[src/verilog/audio_pkg.sv]
package audio_pkg;

    // Width of one ADC conversion and of a filtered sample
    localparam int SAMPLE_W = 12;

    // Four conversions per averaged sample
    localparam int AVG_LOG2 = 2;

    // Accumulator must hold the sum of a whole group
    localparam int SUM_W = SAMPLE_W + AVG_LOG2;

    // Filter shift range 0 to 7
    localparam int SHIFT_W = 3;

    // Shift after reset or a center press
    localparam logic [SHIFT_W-1:0] SHIFT_DEFAULT = 3'd3;

    // One PWM period is 2**PWM_W clocks
    localparam int PWM_W = 10;

    typedef logic [SAMPLE_W-1:0] sample_t;

    typedef logic [SHIFT_W-1:0] shift_t;

    // One-cycle strobe with its sample value
    typedef struct packed {
        logic    valid;
        sample_t value;
    } audio_sample_t;

endpackage

[src/verilog/adc_sample_capture.sv]
`timescale 1ns/100ps

module adc_sample_capture (
    input  logic                      clock,
    input  logic                      arst_n,
    input  logic                      adc_valid,
    input  audio_pkg::sample_t        adc_data,
    output audio_pkg::audio_sample_t  avg_sample
);

    // Conversions seen so far in the current group
    logic [audio_pkg::AVG_LOG2-1:0] count;
    logic [audio_pkg::SUM_W-1:0]    acc;
    logic [audio_pkg::SUM_W-1:0]    sum_next;
    logic                           avg_valid;
    audio_pkg::sample_t             avg_value;

    // Running sum including the conversion on the bus
    assign sum_next = acc + {{audio_pkg::AVG_LOG2{1'b0}}, adc_data};

    always_ff @(posedge clock or negedge arst_n) begin
        if (!arst_n) begin
            count     <= '0;
            acc       <= '0;
            avg_valid <= 1'b0;
        end else begin
            avg_valid <= 1'b0;
            if (adc_valid) begin
                // Count wraps to 0 on its own after the last one
                count <= count + 1'b1;
                if (count == '1) begin
                    acc       <= '0;
                    avg_valid <= 1'b1;
                end else begin
                    acc <= sum_next;
                end
            end
        end
    end

    // Floor of the group mean, taken as the top bits of the sum
    always_ff @(posedge clock) begin
        if (adc_valid && count == '1) begin
            avg_value <= sum_next[audio_pkg::SUM_W-1:audio_pkg::AVG_LOG2];
        end
    end

    assign avg_sample = '{valid: avg_valid, value: avg_value};

endmodule

[src/verilog/lowpass_filter.sv]
`timescale 1ns/100ps

module lowpass_filter (
    input  logic                      clock,
    input  logic                      arst_n,
    input  audio_pkg::audio_sample_t  in_sample,
    input  audio_pkg::shift_t         shift,
    output audio_pkg::audio_sample_t  out_sample
);

    // Filter state, also the output value
    audio_pkg::sample_t state;
    logic               out_valid;

    // One extra bit for the sign of the difference
    logic signed [audio_pkg::SAMPLE_W:0] in_ext;
    logic signed [audio_pkg::SAMPLE_W:0] state_ext;
    logic signed [audio_pkg::SAMPLE_W:0] diff;
    logic signed [audio_pkg::SAMPLE_W:0] step;
    logic signed [audio_pkg::SAMPLE_W:0] next_ext;

    always_comb begin
        in_ext    = $signed({1'b0, in_sample.value});
        state_ext = $signed({1'b0, state});

        // Distance from the held output to the new input
        diff = in_ext - state_ext;

        // Arithmetic shift floors toward minus infinity,
        // so the step never overshoots the input
        step = diff >>> shift;

        // Shift 0 gives step equal to diff and passes the input
        next_ext = state_ext + step;
    end

    always_ff @(posedge clock or negedge arst_n) begin
        if (!arst_n) begin
            state     <= '0;
            out_valid <= 1'b0;
        end else begin
            // Strobe follows the input strobe by one clock
            out_valid <= in_sample.valid;
            if (in_sample.valid) begin
                // Result stays between state and input, so no overflow
                state <= next_ext[audio_pkg::SAMPLE_W-1:0];
            end
        end
    end

    assign out_sample = '{valid: out_valid, value: state};

endmodule

[src/verilog/button_control.sv]
`timescale 1ns/100ps

module button_control (
    input  logic                     clock,
    input  logic                     arst_n,
    input  logic                     btn_up,
    input  logic                     btn_down,
    input  logic                     btn_center,
    output audio_pkg::shift_t        shift
);

    // The three buttons move through the pipeline together
    typedef struct packed {
        logic up;
        logic down;
        logic center;
    } btn_t;

    btn_t btn_raw;
    btn_t sync1;
    btn_t sync2;
    btn_t prev;
    btn_t press;

    assign btn_raw = '{up: btn_up, down: btn_down, center: btn_center};

    // Two-flop synchronizer, then previous value for edge detect
    always_ff @(posedge clock or negedge arst_n) begin
        if (!arst_n) begin
            sync1 <= '0;
            sync2 <= '0;
            prev  <= '0;
        end else begin
            sync1 <= btn_raw;
            sync2 <= sync1;
            prev  <= sync2;
        end
    end

    // High for one clock on each rising edge
    assign press = sync2 & ~prev;

    always_ff @(posedge clock or negedge arst_n) begin
        if (!arst_n) begin
            shift <= audio_pkg::SHIFT_DEFAULT;
        end else if (press.center) begin
            // Center overrides up and down
            shift <= audio_pkg::SHIFT_DEFAULT;
        end else if (press.up && !press.down) begin
            if (shift != '1) shift <= shift + 1'b1;
        end else if (press.down && !press.up) begin
            if (shift != '0) shift <= shift - 1'b1;
        end
    end

endmodule

[src/verilog/pwm_serializer.sv]
`timescale 1ns/100ps

module pwm_serializer (
    input  logic                clock,
    input  logic                arst_n,
    input  audio_pkg::sample_t  level,
    output logic                pwm
);

    // Free-running period counter
    logic [audio_pkg::PWM_W-1:0] count;

    // Duty held for a whole period
    logic [audio_pkg::PWM_W-1:0] duty;

    always_ff @(posedge clock or negedge arst_n) begin
        if (!arst_n) begin
            count <= '0;
            duty  <= '0;
            pwm   <= 1'b0;
        end else begin
            count <= count + 1'b1;

            // Reload only as the counter wraps to 0
            if (count == '1) begin
                duty <= level[audio_pkg::SAMPLE_W-1 -: audio_pkg::PWM_W];
            end

            // High for duty clocks per period, one clock late
            pwm <= (count < duty);
        end
    end

endmodule

[src/verilog/audio_wrapper.sv]
`timescale 1ns/100ps

module audio_wrapper (
    input  logic                clock,
    input  logic                arst_n,
    input  logic                btn_up,
    input  logic                btn_down,
    input  logic                btn_center,
    input  logic                adc_valid,
    input  audio_pkg::sample_t  adc_data,
    output logic                aud_pwm,
    output logic                aud_sd,
    output logic [15:0]         led
);

    audio_pkg::audio_sample_t avg_sample;
    audio_pkg::audio_sample_t filt_sample;
    audio_pkg::shift_t        shift;

    // Newest filtered sample and the sample-seen flag
    audio_pkg::sample_t       held_sample;
    logic                     seen;

    adc_sample_capture capture (
        .clock      (clock),
        .arst_n     (arst_n),
        .adc_valid  (adc_valid),
        .adc_data   (adc_data),
        .avg_sample (avg_sample)
    );

    lowpass_filter filter (
        .clock      (clock),
        .arst_n     (arst_n),
        .in_sample  (avg_sample),
        .shift      (shift),
        .out_sample (filt_sample)
    );

    button_control buttons (
        .clock      (clock),
        .arst_n     (arst_n),
        .btn_up     (btn_up),
        .btn_down   (btn_down),
        .btn_center (btn_center),
        .shift      (shift)
    );

    // Sample latch, loaded by the filter strobe
    always_ff @(posedge clock or negedge arst_n) begin
        if (!arst_n) begin
            held_sample <= '0;
            seen        <= 1'b0;
        end else if (filt_sample.valid) begin
            held_sample <= filt_sample.value;
            seen        <= 1'b1;
        end
    end

    pwm_serializer serializer (
        .clock  (clock),
        .arst_n (arst_n),
        .level  (held_sample),
        .pwm    (aud_pwm)
    );

    // Seen flag, shift, then the held sample
    assign led = {seen, shift, held_sample};

    // Audio amplifier always enabled
    assign aud_sd = 1'b1;

endmodule

[config.mk]
export PLATFORM = sky130hd
export DESIGN_NAME = audio_wrapper
export DESIGN_NICKNAME = d
export VERILOG_FILES = /design/src/verilog/audio_pkg.sv /design/src/verilog/adc_sample_capture.sv /design/src/verilog/lowpass_filter.sv /design/src/verilog/button_control.sv /design/src/verilog/pwm_serializer.sv /design/src/verilog/audio_wrapper.sv
export SDC_FILE = /design/constraint.sdc
export NUM_CORES = 1
export LEC_CHECK = 0
export BUFFER_PORTS_ARGS = -buffer_cell sky130_fd_sc_hd__buf_2
export CORE_MARGIN = 2
export CORE_UTILIZATION = 53
export CTS_CLUSTER_SIZE = 8
export DETAILED_ROUTE_END_ITERATION = 8
export PLACE_DENSITY = 0.74
export SYNTH_ARGS = -nofsm -noshare
export SYNTH_HDL_FRONTEND = slang
export SYNTH_SLANG_ARGS = --single-unit
[constraint.sdc]
create_clock -name clock -period 4.1 [get_ports clock]
set_input_delay 0.205 -clock clock [delete_from_list [all_inputs] [get_ports clock]]
set_output_delay 0.205 -clock clock [all_outputs]
set_load 0.01 [all_outputs]
==> results of run 1 <==
==> worst paths after layout <==
kind,slack (ps),cells after the start,start,end
setup / recovery,30,18,filter.state[0]$_DFFE_PN0P_,filter.state[8]$_DFFE_PN0P_
hold / removal,-20,1,arst_n,buttons.shift[2]$_DFFE_PN0P_
setup reg to reg,30,18,filter.state[0]$_DFFE_PN0P_,filter.state[8]$_DFFE_PN0P_
hold reg to reg,360,0,buttons.sync1[1]$_DFF_PN0_,buttons.sync2[1]$_DFF_PN0_
max in group asynchronous,3470,1,arst_n,buttons.sync1[2]$_DFF_PN0_
min in group clock,210,4,adc_data[0],capture.acc[0]$_DFFE_PN0P_
==> cell usage after synthesis (10+ instances only) <==
library cell,instances,area [µm²]
mux2i_1,10,100
a21o_1,12,90.1
xor2_1,11,96.3
a21oi_1,24,120
nor3_1,10,50.1
xnor2_1,19,166
nand2_1,46,173
nand2b_1,10,62.6
inv_1,49,184
clkbuf_1,13,48.8
o21ai_0,37,185
ha_1,47,588
edfxtp_1,12,360
dfrtp_1,74,1850
a211oi_1,10,75.1
nor2_1,37,139
nand3_1,15,75.1
mux2_2,22,248
==> sequential cells by signal, indices dropped and copies added (netlist names), 2 cells and up <==
name,flops
serializer.count,10
filter.state,12
buttons.shift,3
serializer.duty,10
held_sample,12
buttons.prev,3
buttons.sync2,3
capture.avg_value,12
capture.acc,14
capture.count,2
buttons.sync1,3
==> per-stage QoR <==
stage,utilization,instances
after floorplan,-,585
after global placement,0.600,770
after detailed placement,0.600,770
after CTS,0.631,793
after global routing,0.656,803
final,0.656,803
==> cell families (layout without fill, tap and decap cells) <==
group,after synthesis,after routing,share of synthesized area
other cells,1,1,0.000658
flops,88,88,0.397
fa+ha+maj,51,51,0.117
simple gates,156,156,0.133
buf+inv,71,153,0.0489
compound gates,154,154,0.189
mux,34,34,0.0689
xor+xnor,30,30,0.0461
==> worst max-delay path: stages, from the launching register on <==
cell      delay, ps
dfrtp_1         390
ha_2            190
fa_2            340
nand2b_4        160
a21oi_4         190
o21ai_2          80
a211oi_1        210
o21ba_2         200
buf_4           130
mux4_2          450
inv_1           120
ha_4            220
nor2b_2         160
o21ai_2         150
a21boi_2         80
o311a_1         340
o21a_1          220
o21a_1          170
o31ai_1         170
==> cell type report <==
type,instances,area (µm²),share of cell area
inverters,51,191,0.0281
clock buffers,9,124,0.0182
multi-input cells,426,3410,0.500
well taps,136,170,0.0250
flip-flops and latches,88,2260,0.333
clock inverters,7,80.1,0.0118
repair buffers,86,571,0.0838
==> per-layer routing <==
metal	wire, µm	vias to the layer above
met5	0	-
met4	417	0
met3	629	35
met2	6380	150
met1	6220	2273
li1	-	2252
==> what timing repair did <==
action                                  in CTS  in global routing
setup buffers                                4                 10
endpoints found under the setup margin       4                  4
resized for setup                           14                 33
hold endpoints to repair                     3                  0
pin swaps                                    7                 19
hold buffers                                 3                  0
==> qor.yml, run 1 <==
outcome:
  status: "complete, but fails checks"
  violations: "negative hold slack"
sta:
  finalHoldViolCount: 8
  whs_ps: -20.7
  setup_ws_ps: 31.8
  fin_crit_sh: 0.992
  final_max_slew_viol_count: 0
  rsz0062_at_grt: "yes"
  fin_crit_ps: 4070
  tightest_slew_ps: 996
  finClkSkew_ps: 14.3
  setup_viol_count_final: 0
  slew_headroom: 0.336
  tns_ps: 0
  max_freq_ghz: 0.246
global_route:
  grt-ovfl-total: 0
  grt.met3_usage: 0.0430
  antenna_found_initial: 0
  grt_pass1_wl_um: 21600
  grt_pass1_vias: 4562
  grt-busiest-layer: "met2"
  grt_usage: 0.239
  grt_use_met1: 0.321
  grt_max_degree: 77
  met2_usage: 0.381
logic_synthesis:
  synth_cell_types: 71
  ys.flop_type: "dfrtp_1"
  synth_seq_cells: 88
  async_flop_share: 0.864
  seq_area_frac_synth: 0.397
  synth_nets: 654
  syn_inst: 585
  syn_avg_cell_area_um2: 9.75
  synth_warnings: 0
  netlist_area_um2: 5700
  synth_edf_count: 12
setup_path:
  end_kind: "flip-flop"
  start_kind: "flip-flop"
  cp_data_required_time_ps: 4380
  arrival_ps: 4350
  path_class: "reg2reg"
  crit_fanout: 4
cts:
  h-tree-depth: 3
  clkLatencyLatePin_ps: 380
  cts.sinks: 88
  root_buffer: "clkbuf_8"
  tritoncts.num_buffers: 9
  clk_pin_slew_ps: 90
  clockBufferDepth: 2
  cts_tree: "yes"
route:
  wl_um: 13600
  drt.antenna.violating_nets: 0
  wl_per_cell_um: 17.0
  drt_first_pass_iters: 5
  dr_total_vias: 4710
  drc_errors: 0
  routed_via_density: 5.87
  drt_first_iter_violations: 394
cells_and_area:
  mostFrequentLayoutCells: "74 x dfrtp_1, 50 x buf_4, 46 x nand2_1"
  stdcell_area_um2: 6810
  final_nets: 731
  nFillCells: 823
  diodes: 0
  syn2layout_area_growth_pct: 19.4
  layout_commonest_cell: "dfrtp_1"
  layout-drive-gt1-share: 0.268
floorplan:
  die-width_um: 108
  boundaryPins: 36
  start_util: 0.550
  rows: 37
  core_area_um2: 10400
  die-area_um2: 11600
  die_h_um: 108
placed_design:
  dp_hpwl_um: 9630
  routabilityCongestion: 0.874
  place_ws_ps: -215
  placed_cell_area_um2: 6220
  numPortBuffers: 34
job:
  cap_viol_max_count: 0
worst_hold_path:
  hold_class: "in2async"
Power of run 1 is left out: the tool's default activity adds up to more than one toggle a clock period on the data nets, which glitch-free logic cannot reach.
==> run 2, diff against run 1 <==
- CELL_PAD_IN_SITES_DETAIL_PLACEMENT: not set -> 0
- CELL_PAD_IN_SITES_GLOBAL_PLACEMENT: not set -> 1
- CORE_UTILIZATION: 53 -> 44
- PLACE_DENSITY: 0.74 -> not set
- PLACE_DENSITY_LB_ADDON: not set -> 0.1
==> run 2 against run 1 <==
Net effect: the run still ends with negative hold slack left; worst setup slack improved by 8.4 ps; wire length fell by 4.6%; final area rose by 0.86%; via count fell by 4.6%; cell count rose by 4.6%; worst hold slack got worse by 2.4 ps; global-route usage fell by 4.0 points; utilization fell by 11 points; count of clock-buffer cells in the layout rose by 2; fmax rose by 0.21%; die area rose by 20%; critical path type unchanged.
==> qor.yml, run 2 (synthesized netlist as in run 1, its figures left out) <==
cts:
  h-tree-depth: 3  # unchanged
  cts_tree: "yes"  # unchanged
  clockBufferDepth: 2  # unchanged
  root_buffer: "clkbuf_16"  # was clkbuf_8
  tritoncts.num_buffers: 9  # unchanged
  postCtsSetupBuffers: 0  # was 4
  cts.sinks: 88  # unchanged
  clk_pin_slew_ps: 60  # was 90 ps
  clkLatencyLatePin_ps: 350  # was 380 ps
floorplan:
  die_h_um: 118  # was 108 µm
  rows: 41  # was 37
  die-width_um: 118  # was 108 µm
  die-area_um2: 13900  # was 11,600 µm²
  core_area_um2: 12600  # was 10,400 µm²
  boundaryPins: 36  # unchanged
  start_util: 0.452  # was 0.550
worst_hold_path:
  hold_class: "in2async"  # unchanged
placed_design:
  numPortBuffers: 34  # unchanged
  routabilityCongestion: 0.842  # was 0.874
  placed_cell_area_um2: 6390  # was 6220 µm²
  dp_hpwl_um: 9940  # was 9630 µm
cells_and_area:
  layout-drive-gt1-share: 0.244  # was 0.268
  stdcell_area_um2: 6870  # was 6810 µm²
  largest_reg_flops: 14  # unchanged
  nFillCells: 1201  # was 823
  syn2layout_area_growth_pct: 20.4  # was 19.4%
  diodes: 0  # unchanged
  regMostFlops: "capture.acc"  # unchanged
  multiInputGateArea_um2: 3310  # was 3410 µm²
  mostFrequentLayoutCells: "74 x dfrtp_1, 52 x buf_4, 49 x inv_1"  # was 74 x dfrtp_1, 50 x buf_4, 46 x nand2_1
  utilization: 0.544  # was 0.656
  regArea_um2: 2260  # unchanged
  layout_commonest_cell: "dfrtp_1"  # unchanged
  final_nets: 733  # was 731
global_route:
  grt_max_degree: 77  # unchanged
  grt-ovfl-total: 0  # unchanged
  grt_pass1_wl_um: 22200  # was 21,600 µm
  grt_pass1_vias: 4435  # was 4,562
  antenna_found_initial: 0  # unchanged
  grt_usage: 0.200  # was 0.239
sta:
  fin_crit_ps: 4060  # was 4070 ps
  whs_ps: -23.1  # was -20.7 ps
  max_freq_ghz: 0.246  # about the same
  setup_viol_count_final: 0  # unchanged
  tns_ps: 0  # unchanged
  fin_crit_sh: 0.990  # was 0.992
  rsz0062_at_grt: "yes"  # unchanged
  slew_headroom: 0.341  # was 0.336
  finalHoldViolCount: 5  # was 8
  finClkSkew_ps: 8.28  # was 14.3 ps
  final_max_slew_viol_count: 0  # unchanged
  tightest_slew_ps: 989  # was 996 ps
outcome:
  status: "complete, but fails checks"  # unchanged
  violations: "negative hold slack"  # unchanged
route:
  dr_total_vias: 4492  # was 4,710
  drt_first_pass_iters: 4  # was 5
  routed_via_density: 5.35  # was 5.87
  drt.antenna.violating_nets: 0  # unchanged
  drt_first_iter_violations: 248  # was 394
  drc_errors: 0  # unchanged
  wl_per_cell_um: 15.5  # was 17.0 µm
  wl_um: 13000  # was 13,600 µm
setup_path:
  rrSetupSlack_ps: 40  # was 30 ps
  start_kind: "flip-flop"  # unchanged
  reg2reg_to: "filter.state[8]$_DFFE_PN0P_"  # unchanged
  slowest_delay_ps: 470  # was 450 ps
  cp_slowest_cell: "mux4_2"  # unchanged
  cp_data_required_time_ps: 4360  # was 4380 ps
  path_class: "reg2reg"  # unchanged
  crit_chain: "ha_2, fa_2, nand2b_4, a21oi_4, a21oi_1, xor2_1, mux2_2, mux4_2, inv_1, ha_1, nor2b_1, o21ai_2, a21boi_2, o311a_1, o21a_1, o21a_1, o31ai_1"  # was ha_2, fa_2, nand2b_4, a21oi_4, o21ai_2, a211oi_1, o21ba_2, buf_4, mux4_2, inv_1, ha_4, nor2b_2, o21ai_2, a21boi_2, o311a_1, o21a_1, o21a_1, o31ai_1
  endpoint: "filter.state[8]$_DFFE_PN0P_"  # unchanged
  end_kind: "flip-flop"  # unchanged
  crit_fanout: 4  # unchanged
  cpMostUsedCell: "o21a_1"
  arrival_ps: 4320  # was 4350 ps
  ff2ff_path_depth: 17  # was 18
  crit_path_start: "filter.state[0]$_DFFE_PN0P_"  # unchanged
  reg2reg_from: "filter.state[0]$_DFFE_PN0P_"  # unchanged
job:
  cap_viol_max_count: 0  # unchanged
run 2: cell types whose count changed in the layout (fill, tap and decap cells not counted), moves of 2 or more:
cell       change
buf_4          +2
clkbuf_16      +9
clkbuf_8       -8
clkinv_4       -2
ha_1           +9
ha_2           -3
ha_4           -6
inv_1          +4
inv_2          -4
inv_4          +2
nor2b_1        +2
nor2b_2        -2
run 2: routing by layer:
layer | vias up | wire (µm) | share of wire | global-route usage
met5 | - | 0 | 0 | 0
met4 | 0 | 267 | 0.021 | 0.0678
met3 | 15 | 399 | 0.031 | 0.0451
met2 | 61 | 5940 | 0.46 | 0.305
met1 | 2153 | 6410 | 0.49 | 0.280
li1 | 2263 | - | - | -
run 2: cell type report:
class	count	area share
Clock buffer	11	0.0354
Multi-Input combinational cell	426	0.483
Sequential cell	88	0.330
Inverter	51	0.0279
Clock inverter	4	0.00747
Tap cell	172	0.0313
Timing Repair Buffer	88	0.0853
run 2: metrics by stage:
stage,hold WS [ps],cells,worst slack (ps)
2_1_floorplan,-90.6,585,76.6
5_1_grt,118,840,-156
3_5_place_dp,315,822,-237
3_3_place_gp,315,822,-77.8
6_report,-23.1,840,40.1
4_1_cts,55.6,840,7.20
run 2: what timing repair did:
| action | 4_1_cts | 5_1_grt |
|---|---|---|
| hold buffers | 3 | 0 |
| gates resized for setup | 10 | 22 |
| pin swaps | 5 | 8 |
| endpoints found under the hold margin | 3 | 0 |
| endpoints found under the setup margin | 3 | 5 |
run 2: how the worst min path moves through the flow:
stage                     startpoint                          end  slack, ps  depth (start not counted)
after global placement      btn_down   buttons.sync1[1]$_DFF_PN0_        310                          1
after detailed placement      btn_up   buttons.sync1[2]$_DFF_PN0_        320                          1
final                         arst_n  capture.acc[13]$_DFFE_PN0P_        -20                          1
after floorplan               arst_n    buttons.prev[0]$_DFF_PN0_        -90                          0
after CTS                     arst_n  capture.acc[13]$_DFFE_PN0P_         60                          1
after global routing          arst_n  capture.acc[13]$_DFFE_PN0P_        120                          1
run 2: worst max-delay path: cells and delay by family (launching register included):
kind | cells | cell delay, ps
buffers and inverters | 1 | 70
DFF | 1 | 390
and+or+nand+nor | 2 | 320
AOI/OAI and AO/OA | 8 | 1490
muxes | 2 | 770
adders and majority gates | 3 | 780
xor gates and xnor gates | 1 | 170
Power of run 2 is left out for the same reason.
